--- src/huff_pkg.sv ---
package huff_pkg;

  // Symbol alphabet
  localparam int SYM_W = 4;
  localparam int NUM_SYM = 16;

  // Tree nodes: leaves 0 to 15, internal nodes 16 to 30
  localparam int NODE_W = 5;
  localparam int NUM_NODES = 31;

  // Occurrence counters saturate at this width
  localparam int CNT_W = 8;

  // Code storage
  localparam int LEN_W = 4;
  localparam int CODE_MAX = 15;

  // Symbols granted to the source but not yet received
  localparam int IN_CREDITS = 2;

  // Bit credits held by translation after reset
  localparam int OUT_CREDITS = 4;

  // Engine phases, one per stage
  typedef enum logic [2:0] {
    IDLE,
    COUNT,
    BUILD,
    CODE,
    ENCODE,
    DONE
  } phase_t;

endpackage

--- src/huff_controller.sv ---
`timescale 1ns/100ps
module huff_controller (
  input  logic             clk_i,
  input  logic             arst_n_i,
  input  logic             start_i,
  input  logic             histo_done_i,
  input  logic             tree_done_i,
  input  logic             code_done_i,
  input  logic             enc_done_i,
  output huff_pkg::phase_t phase_o,
  output logic             done_o
);
  import huff_pkg::*;

  phase_t phase_q;
  phase_t phase_d;

  // Each stage hands over on its own done pulse
  always_comb begin
    phase_d = phase_q;
    case (phase_q)
      IDLE, DONE: begin
        if (start_i) begin
          phase_d = COUNT;
        end
      end
      COUNT: begin
        if (histo_done_i) begin
          phase_d = BUILD;
        end
      end
      BUILD: begin
        if (tree_done_i) begin
          phase_d = CODE;
        end
      end
      CODE: begin
        if (code_done_i) begin
          phase_d = ENCODE;
        end
      end
      ENCODE: begin
        if (enc_done_i) begin
          phase_d = DONE;
        end
      end
      default: begin
        phase_d = IDLE;
      end
    endcase
  end

  always_ff @(posedge clk_i or negedge arst_n_i) begin
    if (!arst_n_i) begin
      phase_q <= IDLE;
    end else begin
      phase_q <= phase_d;
    end
  end

  assign phase_o = phase_q;
  // High from the cycle after the last bit until a new start
  assign done_o = (phase_q == DONE);

endmodule

--- src/huff_histogram.sv ---
`timescale 1ns/100ps
module huff_histogram (
  input  logic                       clk_i,
  input  logic                       arst_n_i,
  input  huff_pkg::phase_t           phase_i,
  input  logic [huff_pkg::SYM_W-1:0] sym_i,
  input  logic                       sym_valid_i,
  input  logic                       sym_last_i,
  input  logic [huff_pkg::SYM_W-1:0] cnt_addr_i,
  output logic [huff_pkg::CNT_W-1:0] cnt_o,
  output logic                       histo_done_o
);
  import huff_pkg::*;

  logic [CNT_W-1:0] cnt_q [NUM_SYM];
  logic             in_count_q;
  logic             first;
  logic             hit;

  // First COUNT cycle wipes the previous message
  assign first = (phase_i == COUNT) && !in_count_q;
  assign hit   = (phase_i == COUNT) && sym_valid_i;

  always_ff @(posedge clk_i or negedge arst_n_i) begin
    if (!arst_n_i) begin
      in_count_q <= 1'b0;
    end else begin
      in_count_q <= (phase_i == COUNT);
    end
  end

  always_ff @(posedge clk_i) begin
    for (int i = 0; i < NUM_SYM; i++) begin
      if (first) begin
        cnt_q[i] <= '0;
      end
    end
    if (hit) begin
      if (first) begin
        cnt_q[sym_i] <= CNT_W'(1);
      end else if (cnt_q[sym_i] != '1) begin
        cnt_q[sym_i] <= cnt_q[sym_i] + CNT_W'(1);
      end
    end
  end

  // Counts are read by the tree builder during BUILD
  assign cnt_o = cnt_q[cnt_addr_i];

  // Last symbol is counted on the same edge that leaves COUNT
  assign histo_done_o = hit && sym_last_i;

endmodule

--- src/huff_tree_builder.sv ---
`timescale 1ns/100ps
module huff_tree_builder (
  input  logic                        clk_i,
  input  logic                        arst_n_i,
  input  huff_pkg::phase_t            phase_i,
  input  logic [huff_pkg::CNT_W-1:0]  cnt_i,
  input  logic [huff_pkg::NODE_W-1:0] par_addr_i,
  output logic [huff_pkg::SYM_W-1:0]  cnt_addr_o,
  output logic [huff_pkg::NODE_W-1:0] par_o,
  output logic                        branch_o,
  output logic                        tree_done_o
);
  import huff_pkg::*;

  // Wide enough for the sum of all 16 saturated counts
  typedef logic [CNT_W+SYM_W-1:0] weight_t;

  typedef enum logic [2:0] {S_IDLE, S_LOAD, S_SCAN, S_MERGE, S_FIN} state_t;

  state_t            state_q;
  logic [NODE_W-1:0] idx_q;
  logic [NODE_W-1:0] next_q;
  logic              v1_q;
  logic              v2_q;
  logic [NODE_W-1:0] min1_q;
  logic [NODE_W-1:0] min2_q;
  weight_t           w1_q;
  weight_t           w2_q;

  weight_t           weight [NUM_NODES];
  logic              live   [NUM_NODES];
  logic [NODE_W-1:0] par    [NUM_NODES];
  logic              branch [NUM_NODES];

  weight_t w_cur;
  logic    take1;
  logic    take2;

  // Strict compares keep ties on the lower index
  assign w_cur = weight[idx_q];
  assign take1 = live[idx_q] && (!v1_q || (w_cur < w1_q));
  assign take2 = live[idx_q] && !take1 && (!v2_q || (w_cur < w2_q));

  always_ff @(posedge clk_i or negedge arst_n_i) begin
    if (!arst_n_i) begin
      state_q <= S_IDLE;
      idx_q   <= '0;
      next_q  <= '0;
      v1_q    <= 1'b0;
      v2_q    <= 1'b0;
    end else begin
      case (state_q)
        S_IDLE: begin
          if (phase_i == BUILD) begin
            state_q <= S_LOAD;
            idx_q   <= '0;
          end
        end
        S_LOAD: begin
          idx_q <= idx_q + 1'b1;
          if (idx_q == NODE_W'(NUM_SYM - 1)) begin
            state_q <= S_SCAN;
            idx_q   <= '0;
            next_q  <= NODE_W'(NUM_SYM);
            v1_q    <= 1'b0;
            v2_q    <= 1'b0;
          end
        end
        S_SCAN: begin
          if (take1) begin
            v1_q <= 1'b1;
            v2_q <= v1_q;
          end else if (take2) begin
            v2_q <= 1'b1;
          end
          idx_q <= idx_q + 1'b1;
          if (idx_q == next_q - 1'b1) begin
            state_q <= S_MERGE;
          end
        end
        S_MERGE: begin
          idx_q <= '0;
          v1_q  <= 1'b0;
          v2_q  <= 1'b0;
          // Fewer than two live nodes means the tree is complete
          if (v2_q) begin
            next_q  <= next_q + 1'b1;
            state_q <= S_SCAN;
          end else begin
            state_q <= S_FIN;
          end
        end
        default: begin
          state_q <= S_IDLE;
        end
      endcase
    end
  end

  always_ff @(posedge clk_i) begin
    if (state_q == S_LOAD) begin
      weight[idx_q] <= weight_t'(cnt_i);
      live[idx_q]   <= (cnt_i != '0);
      par[idx_q]    <= '0;
      branch[idx_q] <= 1'b0;
    end
    if ((state_q == S_SCAN) && take1) begin
      min1_q <= idx_q;
      w1_q   <= w_cur;
      min2_q <= min1_q;
      w2_q   <= w1_q;
    end else if ((state_q == S_SCAN) && take2) begin
      min2_q <= idx_q;
      w2_q   <= w_cur;
    end
    if (state_q == S_MERGE) begin
      if (v2_q) begin
        weight[next_q] <= w1_q + w2_q;
        live[next_q]   <= 1'b1;
        par[next_q]    <= '0;
        branch[next_q] <= 1'b0;
        live[min1_q]   <= 1'b0;
        live[min2_q]   <= 1'b0;
        par[min1_q]    <= next_q;
        branch[min1_q] <= 1'b0;
        par[min2_q]    <= next_q;
        branch[min2_q] <= 1'b1;
      end else if (v1_q && (min1_q < NODE_W'(NUM_SYM))) begin
        // Lone leaf hangs on branch 0 of a virtual root at node 16
        par[min1_q] <= next_q;
        par[next_q] <= '0;
      end
    end
  end

  assign cnt_addr_o = idx_q[SYM_W-1:0];

  // Parent 0 marks the root or an unused leaf
  assign par_o    = par[par_addr_i];
  assign branch_o = branch[par_addr_i];

  assign tree_done_o = (state_q == S_FIN);

endmodule

--- src/huff_codebook.sv ---
`timescale 1ns/100ps
module huff_codebook (
  input  logic                          clk_i,
  input  logic                          arst_n_i,
  input  huff_pkg::phase_t              phase_i,
  input  logic [huff_pkg::NODE_W-1:0]   par_i,
  input  logic                          branch_i,
  input  logic [huff_pkg::SYM_W-1:0]    code_addr_i,
  output logic [huff_pkg::NODE_W-1:0]   par_addr_o,
  output logic [huff_pkg::CODE_MAX-1:0] code_o,
  output logic [huff_pkg::LEN_W-1:0]    code_len_o,
  output logic                          code_done_o
);
  import huff_pkg::*;

  typedef enum logic [1:0] {S_IDLE, S_CLIMB, S_FIN} state_t;

  state_t              state_q;
  logic [SYM_W-1:0]    leaf_q;
  logic [NODE_W-1:0]   node_q;
  logic [CODE_MAX-1:0] acc_q;
  logic [LEN_W-1:0]    len_q;

  logic [CODE_MAX-1:0] code_mem [NUM_SYM];
  logic [LEN_W-1:0]    len_mem  [NUM_SYM];

  logic at_root;

  assign par_addr_o = node_q;
  // A dead leaf looks like a root on its first step and gets length 0
  assign at_root = (par_i == '0);

  always_ff @(posedge clk_i or negedge arst_n_i) begin
    if (!arst_n_i) begin
      state_q <= S_IDLE;
      leaf_q  <= '0;
      node_q  <= '0;
    end else begin
      case (state_q)
        S_IDLE: begin
          if (phase_i == CODE) begin
            state_q <= S_CLIMB;
            leaf_q  <= '0;
            node_q  <= '0;
          end
        end
        S_CLIMB: begin
          if (!at_root) begin
            node_q <= par_i;
          end else if (leaf_q == SYM_W'(NUM_SYM - 1)) begin
            state_q <= S_FIN;
          end else begin
            leaf_q <= leaf_q + 1'b1;
            node_q <= NODE_W'(leaf_q) + 1'b1;
          end
        end
        default: begin
          state_q <= S_IDLE;
        end
      endcase
    end
  end

  // Leaf side bit enters first, so the root side bit ends at bit 0
  always_ff @(posedge clk_i) begin
    if ((state_q == S_CLIMB) && at_root) begin
      code_mem[leaf_q] <= acc_q;
      len_mem[leaf_q]  <= len_q;
    end
    if ((state_q != S_CLIMB) || at_root) begin
      acc_q <= '0;
      len_q <= '0;
    end else begin
      acc_q <= {acc_q[CODE_MAX-2:0], branch_i};
      len_q <= len_q + 1'b1;
    end
  end

  assign code_o     = code_mem[code_addr_i];
  assign code_len_o = len_mem[code_addr_i];

  assign code_done_o = (state_q == S_FIN);

endmodule

--- src/huff_translation.sv ---
`timescale 1ns/100ps
module huff_translation (
  input  logic                          clk_i,
  input  logic                          arst_n_i,
  input  huff_pkg::phase_t              phase_i,
  input  logic [huff_pkg::SYM_W-1:0]    sym_i,
  input  logic                          sym_valid_i,
  input  logic                          sym_last_i,
  input  logic [huff_pkg::CODE_MAX-1:0] code_i,
  input  logic [huff_pkg::LEN_W-1:0]    code_len_i,
  input  logic                          out_credit_i,
  output logic [huff_pkg::SYM_W-1:0]    code_addr_o,
  output logic                          bit_o,
  output logic                          bit_valid_o,
  output logic                          idle_o,
  output logic                          enc_done_o
);
  import huff_pkg::*;

  typedef logic [$clog2(OUT_CREDITS+1)-1:0] credit_t;

  logic                busy_q;
  logic                last_q;
  logic [LEN_W-1:0]    left_q;
  credit_t             credit_q;
  logic [CODE_MAX-1:0] shift_q;

  logic accept;
  logic send;

  // Codebook lookup happens in the cycle the symbol arrives
  assign code_addr_o = sym_i;

  assign accept = (phase_i == ENCODE) && sym_valid_i && !busy_q;
  assign send   = (phase_i == ENCODE) && busy_q && (credit_q != '0);

  always_ff @(posedge clk_i or negedge arst_n_i) begin
    if (!arst_n_i) begin
      busy_q   <= 1'b0;
      last_q   <= 1'b0;
      left_q   <= '0;
      credit_q <= credit_t'(OUT_CREDITS);
    end else begin
      if (accept) begin
        busy_q <= (code_len_i != '0);
        left_q <= code_len_i;
        last_q <= sym_last_i;
      end else if (send) begin
        left_q <= left_q - 1'b1;
        if (left_q == LEN_W'(1)) begin
          busy_q <= 1'b0;
        end
      end
      // One credit back per pulse, one spent per bit
      case ({out_credit_i, send})
        2'b10:   credit_q <= credit_q + 1'b1;
        2'b01:   credit_q <= credit_q - 1'b1;
        default: credit_q <= credit_q;
      endcase
    end
  end

  // Root side bit goes out first
  always_ff @(posedge clk_i) begin
    if (accept) begin
      shift_q <= code_i;
    end else if (send) begin
      shift_q <= shift_q >> 1;
    end
  end

  assign bit_o       = shift_q[0];
  assign bit_valid_o = send;
  assign idle_o      = !busy_q;
  assign enc_done_o  = send && last_q && (left_q == LEN_W'(1));

endmodule

--- src/huff_top.sv ---
`timescale 1ns/100ps
module huff_top (
  input  logic                       hwclk_i,
  input  logic                       arst_n_i,
  input  logic                       start_i,
  input  logic [huff_pkg::SYM_W-1:0] sym_i,
  input  logic                       sym_valid_i,
  input  logic                       sym_last_i,
  input  logic                       out_credit_i,
  output logic                       sym_credit_o,
  output logic                       bit_o,
  output logic                       bit_valid_o,
  output logic                       done_o
);
  import huff_pkg::*;

  typedef logic [$clog2(IN_CREDITS+1)-1:0] owed_t;

  phase_t              phase;
  logic                histo_done;
  logic                tree_done;
  logic                code_done;
  logic                enc_done;
  logic                trn_idle;
  logic [SYM_W-1:0]    cnt_addr;
  logic [CNT_W-1:0]    cnt;
  logic [NODE_W-1:0]   par_addr;
  logic [NODE_W-1:0]   par;
  logic                branch;
  logic [SYM_W-1:0]    code_addr;
  logic [CODE_MAX-1:0] code;
  logic [LEN_W-1:0]    code_len;

  owed_t owed_q;
  logic  grant;
  logic  take;
  logic  end_pass;

  assign take     = sym_valid_i && ((phase == COUNT) || (phase == ENCODE));
  assign end_pass = take && sym_last_i;

  // Encoding takes one symbol at a time, and only once the last code is out
  always_comb begin
    case (phase)
      COUNT:   grant = (owed_q < owed_t'(IN_CREDITS)) && !end_pass;
      ENCODE:  grant = trn_idle && (owed_q == '0);
      default: grant = 1'b0;
    endcase
  end

  // Source drops any unused credit after the last symbol of a pass
  always_ff @(posedge hwclk_i or negedge arst_n_i) begin
    if (!arst_n_i) begin
      owed_q <= '0;
    end else if (end_pass) begin
      owed_q <= '0;
    end else begin
      case ({grant, take})
        2'b10:   owed_q <= owed_q + 1'b1;
        2'b01:   owed_q <= owed_q - 1'b1;
        default: owed_q <= owed_q;
      endcase
    end
  end

  assign sym_credit_o = grant;

  huff_controller u_controller (
    .clk_i        (hwclk_i),
    .arst_n_i     (arst_n_i),
    .start_i      (start_i),
    .histo_done_i (histo_done),
    .tree_done_i  (tree_done),
    .code_done_i  (code_done),
    .enc_done_i   (enc_done),
    .phase_o      (phase),
    .done_o       (done_o)
  );

  huff_histogram u_histogram (
    .clk_i        (hwclk_i),
    .arst_n_i     (arst_n_i),
    .phase_i      (phase),
    .sym_i        (sym_i),
    .sym_valid_i  (sym_valid_i),
    .sym_last_i   (sym_last_i),
    .cnt_addr_i   (cnt_addr),
    .cnt_o        (cnt),
    .histo_done_o (histo_done)
  );

  huff_tree_builder u_tree_builder (
    .clk_i       (hwclk_i),
    .arst_n_i    (arst_n_i),
    .phase_i     (phase),
    .cnt_i       (cnt),
    .par_addr_i  (par_addr),
    .cnt_addr_o  (cnt_addr),
    .par_o       (par),
    .branch_o    (branch),
    .tree_done_o (tree_done)
  );

  huff_codebook u_codebook (
    .clk_i       (hwclk_i),
    .arst_n_i    (arst_n_i),
    .phase_i     (phase),
    .par_i       (par),
    .branch_i    (branch),
    .code_addr_i (code_addr),
    .par_addr_o  (par_addr),
    .code_o      (code),
    .code_len_o  (code_len),
    .code_done_o (code_done)
  );

  huff_translation u_translation (
    .clk_i        (hwclk_i),
    .arst_n_i     (arst_n_i),
    .phase_i      (phase),
    .sym_i        (sym_i),
    .sym_valid_i  (sym_valid_i),
    .sym_last_i   (sym_last_i),
    .code_i       (code),
    .code_len_i   (code_len),
    .out_credit_i (out_credit_i),
    .code_addr_o  (code_addr),
    .bit_o        (bit_o),
    .bit_valid_o  (bit_valid_o),
    .idle_o       (trn_idle),
    .enc_done_o   (enc_done)
  );

endmodule

--- config.mk ---
export PLATFORM = sky130hd
export DESIGN_NAME = huff_top
export DESIGN_NICKNAME = d
export VERILOG_FILES = /design/src/huff_pkg.sv /design/src/huff_controller.sv /design/src/huff_histogram.sv /design/src/huff_tree_builder.sv /design/src/huff_codebook.sv /design/src/huff_translation.sv /design/src/huff_top.sv
export SDC_FILE = /design/constraint.sdc
export NUM_CORES = 2
export LEC_CHECK = 0
export BUFFER_PORTS_ARGS = -buffer_cell sky130_fd_sc_hd__clkbuf_2
export CAP_MARGIN = 20
export CORE_MARGIN = 10
export CORE_UTILIZATION = 60
export CTS_BUF_LIST = sky130_fd_sc_hd__clkbuf_16
export CTS_CLUSTER_DIAMETER = 100
export DETAILED_ROUTE_END_ITERATION = 12
export GPL_TIMING_DRIVEN = 0
export HOLD_SLACK_MARGIN = 0.1
export PLACE_DENSITY = 0.76
export SETUP_SLACK_MARGIN = 0.4
export SYNTH_ARGS = -nofsm -noshare
export SYNTH_HDL_FRONTEND = slang
export SYNTH_SLANG_ARGS = --single-unit
export TNS_END_PERCENT = 10
--- constraint.sdc ---
create_clock -name hwclk_i -period 6.6 [get_ports hwclk_i]
set_input_delay 0.66 -clock hwclk_i [delete_from_list [all_inputs] [get_ports hwclk_i]]
set_output_delay 0.66 -clock hwclk_i [all_outputs]
set_load 0.05 [all_outputs]
After elaboration in Yosys (flattened, before gate mapping)
Memories as Yosys holds them, arrays and structs flattened. A register that Yosys moved wholly into a read port is not among the register bits.
Index checks and enable logic that the tools add are counted.
{"block": "word_totals", "register_bits": 109, "ramBits": 1021, "inputBits": 10, "out_inout_bits": 4, "word_cells": 236, "mem_count": 7}
{"memory": "u_tree_builder.weight", "depth": 31, "word_bits": 12, "read_ports": 1, "rd_ports_with_merged_regs": 0, "write_ports": 1, "line_no": "huff_tree_builder.sv:30", "source": "weight_t weight [NUM_NODES];"}
{"memory": "u_codebook.code_mem", "depth": 16, "word_bits": 15, "read_ports": 1, "rd_ports_with_merged_regs": 0, "write_ports": 1, "line_no": "huff_codebook.sv:24", "source": "logic [CODE_MAX-1:0] code_mem [NUM_SYM];"}
{"memory": "u_tree_builder.par", "depth": 31, "word_bits": 5, "read_ports": 1, "rd_ports_with_merged_regs": 0, "write_ports": 3, "line_no": "huff_tree_builder.sv:32", "source": "logic [NODE_W-1:0] par [NUM_NODES];"}
{"memory": "u_histogram.cnt_q", "depth": 16, "word_bits": 8, "read_ports": 2, "rd_ports_with_merged_regs": 0, "write_ports": 17, "line_no": "huff_histogram.sv:15", "source": "logic [CNT_W-1:0] cnt_q [NUM_SYM];"}
{"memory": "u_codebook.len_mem", "depth": 16, "word_bits": 4, "read_ports": 1, "rd_ports_with_merged_regs": 0, "write_ports": 1, "line_no": "huff_codebook.sv:25", "source": "logic [LEN_W-1:0] len_mem [NUM_SYM];"}
{"memory": "u_tree_builder.branch", "depth": 31, "word_bits": 1, "read_ports": 1, "rd_ports_with_merged_regs": 1, "write_ports": 3, "line_no": "huff_tree_builder.sv:33", "source": "logic branch [NUM_NODES];"}
{"memory": "1 more memories"}
{"block": "classes", "addsub": 13, "order_cmp": 4, "eq_ne": 38, "mux": 84, "n_bitwise": 6, "reduce_logical": 62}
{"cell": "5-bit two-way mux", "n": 16}
{"cell": "12-bit two-way mux", "n": 3}
{"cell": "1-bit two-way mux", "n": 32}
{"cell": "15-bit two-way mux", "n": 2}
{"cell": "3-bit two-way mux", "n": 9}
{"cell": "12-bit less-than comparator", "n": 2}
{"cell": "1-bit logical AND", "n": 20}
{"cell": "4-bit two-way mux", "n": 5}
{"cell": "5-bit one-hot mux with 2 select lines", "n": 2}
{"cell": "5-bit one-hot mux with 4 select lines", "n": 1}
{"cell": "3-bit AND reduction", "n": 6}
{"cell": "2-bit by 1-bit != test with 1-bit output (second input constant)", "n": 8}
{"cell": "3-bit one-hot mux with 5 select lines", "n": 1}
{"cell": "2-bit != test (second input constant)", "n": 7}
{"cell": "12-bit adder", "n": 1}
{"cell": "3-bit by 2-bit == test with 1-bit output (second input constant)", "n": 4}
{"cell": "3-bit one-hot mux with 4 select lines", "n": 1}
{"cell": "2-bit nonzero test", "n": 6}
{"cell": "12-bit OR reduction", "n": 1}
{"cell": "5-bit by 1-bit adder with 5-bit output (second input constant)", "n": 2}
{"cell": "5-bit == test", "n": 2}
{"cell": "3-bit == test (second input constant)", "n": 3}
{"cell": "3-bit nonzero test", "n": 3}
{"cell": "4-bit by 1-bit adder with 4-bit output (second input constant)", "n": 2}
{"cell": "other kinds (42)", "n": 68}

Depth between registers and ports, before layout
{"block": "depth", "ltp_word": 10, "depth_mapped": 21}

Cells and area by module
A second synthesis with hierarchy kept.
{"block": "unflattened", "hier_cells": 3150, "area_unflattened_um2": 49721.4}
{"mod": "huff_tree_builder", "instances": 1, "cells_per_inst": 1921, "area_each_um2": 28391.0, "seq_area_each_um2": 18462.7}
{"mod": "huff_codebook", "instances": 1, "cells_per_inst": 605, "area_each_um2": 12660.9, "seq_area_each_um2": 9784.4}
{"mod": "huff_histogram", "instances": 1, "cells_per_inst": 467, "area_each_um2": 7099.3, "seq_area_each_um2": 3868.7}
{"mod": "huff_translation", "instances": 1, "cells_per_inst": 117, "area_each_um2": 1196.1, "seq_area_each_um2": 676.9}
{"mod": "huff_controller", "instances": 1, "cells_per_inst": 23, "area_each_um2": 200.2, "seq_area_each_um2": 75.1}
{"mod": "huff_top", "instances": 1, "cells_per_inst": 17, "area_each_um2": 173.9, "seq_area_each_um2": 50.0}

Worst setup path before layout
Ideal clock, no wire load.
{"block": "synth_path", "path_type": "register to register", "start": "reg u_tree_builder.idx_q[0]", "end": "reg u_tree_builder.min1_q[0], enable pin", "setup_time_ns": 0.369, "arrival_ns": 4.495, "t_required_ns": 6.231, "path_slack_ns": 1.736, "path_stages_with_launch": 22, "synth_period_minus_slack_ns": 4.864, "path_cell_list": "dfrtp_1 -> buf_2 -> buf_4 -> buf_2 -> buf_4 -> buf_4 -> buf_2 -> mux2i_1 -> o21ai_0 -> mux4_2 -> nand2_1 -> nand2_1 -> ha_1 -> a21oi_1 -> o21ai_0 -> a21o_1 -> a211oi_1 -> o21bai_1 -> a22oi_2 -> nand2_4 -> buf_6 -> inv_1"}
{"block": "synth_via", "elab_chain_len": 5, "word_cells_on_any_way": 6}
{"item": "from (decl)", "line_no": "huff_tree_builder.sv:21", "source": "logic [NODE_W-1:0] idx_q;"}
{"item": "from (signal assigned)", "line_no": "huff_tree_builder.sv:60", "source": "idx_q <= idx_q + 1'b1;"}
{"item": "from (signal assigned)", "line_no": "huff_tree_builder.sv:76", "source": "idx_q <= idx_q + 1'b1;"}
{"item": "memory read 31 x 12 bit"}
{"item": "net u_tree_builder.w_cur[7]", "line_no": "huff_tree_builder.sv:35", "source": "weight_t w_cur;"}
{"item": "12-bit less-than comparator", "line_no": "huff_tree_builder.sv:41", "source": "assign take1 = live[idx_q] && (!v1_q || (w_cur < w1_q));"}
{"item": "1-bit logical OR", "line_no": "huff_tree_builder.sv:41"}
{"item": "1-bit logical AND", "line_no": "huff_tree_builder.sv:41"}
{"item": "1-bit logical AND", "line_no": "huff_tree_builder.sv:107", "source": "if ((state_q == S_SCAN) && take1) begin"}
{"item": "to (signal assigned)", "line_no": "huff_tree_builder.sv:108", "source": "min1_q <= idx_q;"}
{"item": "to (decl)", "line_no": "huff_tree_builder.sv:25", "source": "logic [NODE_W-1:0] min1_q;"}
The timed path passes the listed nets, and every way through them passes these cells.
A chain may end at the register's enable or synchronous reset.

Final worst setup path
{"block": "layout_path", "start": "reg u_tree_builder.idx_q[1]", "end": "reg u_tree_builder.w1_q[3], enable pin"}
{"block": "layout_via", "elab_chain_len": 5, "word_cells_on_any_way": 6}
{"item": "memory read 31 x 12 bit"}
{"item": "net u_tree_builder.w_cur[7]", "line_no": "huff_tree_builder.sv:35"}
{"item": "12-bit less-than comparator", "line_no": "huff_tree_builder.sv:41"}
{"item": "1-bit logical OR", "line_no": "huff_tree_builder.sv:41"}
{"item": "1-bit logical AND", "line_no": "huff_tree_builder.sv:41"}
{"item": "1-bit logical AND", "line_no": "huff_tree_builder.sv:107"}
{"item": "to (signal assigned)", "line_no": "huff_tree_builder.sv:109", "source": "w1_q <= w_cur;"}
{"item": "to (decl)", "line_no": "huff_tree_builder.sv:27", "source": "weight_t w1_q;"}
The timed path passes the listed nets, and every way through them passes these cells.

==> results by group <==
STA
  • Fin crit share: 90.6%
  • Unrepaired setup endpoints after global routing: false
  • Final Max Tran Viols: 0
  • Hold Vio Cnt, Final: 0
  • Minimum clock period: 5.98 ns
  • Hold slack: 0.240 ns
  • Worst Skew: 0.0496 ns
  • Slew headroom: between 20% and 30%
  • F_max: 167 MHz
  • Measured slew at the worst slew-check pin: 1.04 ns
  • Final worst setup slack: 0.622 ns
  • Setup-failing EPs final: 0

Worst setup path
  • Arrival time at the worst endpoint: 6.36 ns
  • Worst R2R Start: u_tree_builder.idx_q[1]$_DFFE_PN0P_
  • CP Capture Type: flip-flop
  • R2R setup slack: 0.62 ns
  • Crit-path leading delay family: buffers and inverters
  • Crit-path max cell delay: 0.49 ns
  • CP startpoint kind: flip-flop
  • Worst Setup Path Type: flip-flop to flip-flop
  • Worst r2r dst: u_tree_builder.w1_q[3]$_DFFE_PP_
  • Crit path cell chain: buf_2, buf_2, buf_2, buf_2, buf_2, mux4_2, mux4_2, nand2_1, nand2_1, ha_1, a21oi_1, o21ai_0, a21o_1, a211oi_1, o21bai_1, a22oi_2, nand2_4, buf_6, clkinvlp_4, buf_12
  • Most frequent cell on the critical path: buf_2
  • Critical Path RT: 6.98 ns
  • R2R cell count: 20
  • Crit Path Max Fanout: 16
  • CP bufs+invs: 8
  • Crit-path slowest cell: buf_2

Global routing
  • First-pass GRT wire length: 193000 um
  • Total gr overflow: 0
  • Vias in the first global route: 29.7k
  • Initial antenna violation count: 5
  • Global-route usage over all layers: between 20 and 30%
  • Largest net degree at the start of global routing: 32

Synthesis
  • Post-synth top area share: 61.7%
  • Netlist cell types: 69
  • Top-count cell post-synth: edfxtp_1
  • Number of synthesized flops with an enable pin: 1008
  • Synthesized area: 49000 um2
  • Cell taking the most area after synthesis: edfxtp_1
  • Commonest register cell after synthesis: edfxtp_1
  • Synth async-reset ratio: 3.63%
  • Synthesis Warnings: 0
  • Syn nets: approximately 3k
  • Synth top cells by count: edfxtp_1, mux4_2, nor2_1
  • Synth Register Bits: about 1.1k
  • Sequential area share after synthesis: 67.1%
  • Mapped Cells: 2950
  • Syn_area_per_cell: 16.6 um2
  • Top post-synthesis cells by area: edfxtp_1, mux4_2, dfxtp_1, nor2_1, dfrtp_1

Floorplan
  • Core ar.: 80800 um2
  • Die area: 93600 um2
  • Die Width: 306 um
  • Die Ht: 306 um
  • Row cnt: 104
  • Starting density of the core: 60.7%
  • I/O pins: 14

Clock network
  • CTS H-tree depth: 3
  • Longest Clk Path Bufs: 3
  • Worst-path clk slew: 0.06 ns
  • CTS tree: done
  • Num CTS Buffers: 111
  • Clk_lat worst skew: ~0.7 ns
  • Clock root buffer: clkbuf_16
  • Clk sinks: 1130

Hold path
  • Worst hold start: sym_last_i
  • HP Class: input pin to flip-flop
  • Hold-critical path depth: 2
  • Hold endpoint: owed_q[1]$_DFFE_PN0P_

Placed design
  • Placed Area: 51600 um2
  • Pre-CTS worst setup slack: -0.160 ns
  • Post-DP HPWL: a little under 90000 um
  • GPL Wtd Cong: 0.937
  • IO buf count: 10

Drt
  • # DRC: 0
  • DRT iter0 DRCs: 3967
  • Detailed Route WL: 130000 um
  • Vias per cell: 6.75
  • Avg WL per Cell: 30.3 um
  • Detailed Routing Iterations Pass 1: 7
  • Vias: ~29k
  • Antenna-violating nets left: 0

Pwr
  • Maximum vdd ir drop: 0.277 mV
  • Tot Pwr: 22500 uW
  • Lkg Pwr: 0.0177 uW
  • Pwr/cell area: between 400 and 500 nW/um2

Flow run
  • Maxcap violations: 0

Layout
  • P&R area growth vs syn: 13.0%
  • Final Cell Area: approximately 55000 um2
  • Layout fillers: 5068
  • Layout cells sized above 1: 22.8%
  • Fin nets: 3207

Run status
  • Status: finished clean
power breakdown:
group          switching (uW)  internal [uW]
sequential                361           9250
combinational            4070           2610
clock                    2790           3440
total                    7210          15300
cells in the final DEF (no fill, tap or decap), drive strengths merged, types with 78 or more instances in the layout:
cell and instances:
nor2b 78, buf 143, o21ai 120, clkbuf 232, nand2 189, dfxtp 81
nor2 293, inv 85, edfxtp 1008, mux4 344
registers in the layout, summed over array words and instances (netlist names), 5 cells and up:
| name | cells |
|---|---|
| u_codebook.acc_q | 15 |
| u_codebook.code_mem | 240 |
| u_codebook.len_mem | 64 |
| u_codebook.par_addr_o | 5 |
| u_histogram.cnt_q | 128 |
| u_translation.shift_q | 15 |
| u_tree_builder.branch | 31 |
| u_tree_builder.idx_q | 5 |
| u_tree_builder.live | 31 |
| u_tree_builder.min1_q | 5 |
| u_tree_builder.min2_q | 5 |
| u_tree_builder.next_q | 5 |
| u_tree_builder.par | 155 |
| u_tree_builder.w1_q | 12 |
| u_tree_builder.w2_q | 12 |
| u_tree_builder.weight | 372 |
timing repair:
item	in CTS	in global routing
buffers inserted	0	1
hold endpoints to repair	19	0
resized for setup	7	7
setup endpoints to repair	42	42
hold buffers	1	0
final cells by class:
class | instances | area [um2] | area share [%]
Tap cell | 1060 | 1330 | 2.39
Multi-Input combinational cell | 1586 | 15300 | 27.6
Antenna cell | 1 | 2.50 | 0.00452
Sequential cell | 1130 | 32900 | 59.4
Inverter | 54 | 206 | 0.373
Timing Repair Buffer | 85 | 1250 | 2.25
Clock inverter | 98 | 835 | 1.51
Buffer | 180 | 798 | 1.44
Clock buffer | 111 | 2780 | 5.01
worst register-to-register path: stages (launching register included):
cell        delay (ns)
dfrtp_1           0.40
buf_2             0.32
buf_2             0.41
buf_2             0.37
buf_2             0.37
buf_2             0.50
mux4_2            0.39
mux4_2            0.48
nand2_1           0.09
nand2_1           0.18
ha_1              0.36
a21oi_1           0.18
o21ai_0           0.12
a21o_1            0.19
a211oi_1          0.23
o21bai_1          0.11
a22oi_2           0.29
nand2_4           0.19
buf_6             0.21
clkinvlp_4        0.10
buf_12            0.17
metrics by stage:
stage	instances	TNS (ns)	utilization, %
after floorplan	2950	0	-
after detailed placement	4084	-4.52	63.9
final	4305	0	68.6
after global routing	4304	0	68.6
after CTS	4294	0	68.4
after global placement	4020	-67.92	62.4
layer usage:
metal  global-route usage, %  vias to the layer above  wire, um
li1                        -                    11940         -
met1                    37.6                    14917     49300
met2                    44.8                     1883     63400
met3                    6.11                      308     13500
met4                    9.29                        4      4220
met5                       0                        -        27
kinds of logic (layout without fill, tap and decap cells):
family / count (synthesis) / count (layout) / share of synthesized area (%)
xor+xnor: 39 / 39 / 0.696
other cells: 0 / 1 / 0
flops: 1130 / 1130 / 67.1
simple gates: 776 / 776 / 7.55
compound gates: 293 / 293 / 3.65
fa+ha+maj: 49 / 49 / 1.28
mux: 429 / 429 / 17.7
buf+inv: 234 / 528 / 2.02
how the worst max path moves through the flow:
| stage | end | cells past startpoint | slack (ns) | start |
|---|---|---|---|---|
| 6_report | u_tree_builder.w1_q[3]$_DFFE_PP_ | 20 | 0.62 | u_tree_builder.idx_q[1]$_DFFE_PN0P_ |
| 5_1_grt | u_tree_builder.w1_q[3]$_DFFE_PP_ | 20 | 0.40 | u_tree_builder.idx_q[1]$_DFFE_PN0P_ |
| 4_1_cts | u_tree_builder.w1_q[3]$_DFFE_PP_ | 21 | 0.41 | u_tree_builder.idx_q[0]$_DFFE_PN0P_ |
| 3_5_place_dp | u_tree_builder.w1_q[7]$_DFFE_PP_ | 19 | -0.16 | u_tree_builder.idx_q[1]$_DFFE_PN0P_ |
| 3_3_place_gp | u_codebook.code_mem[2][8]$_DFFE_PP_ | 9 | -0.93 | u_codebook.par_addr_o[1]$_DFFE_PN0P_ |
| 2_1_floorplan | u_tree_builder.min1_q[0]$_DFFE_PP_ | 21 | 1.74 | u_tree_builder.idx_q[0]$_DFFE_PN0P_ |
Power figures use the tool's default switching activity.
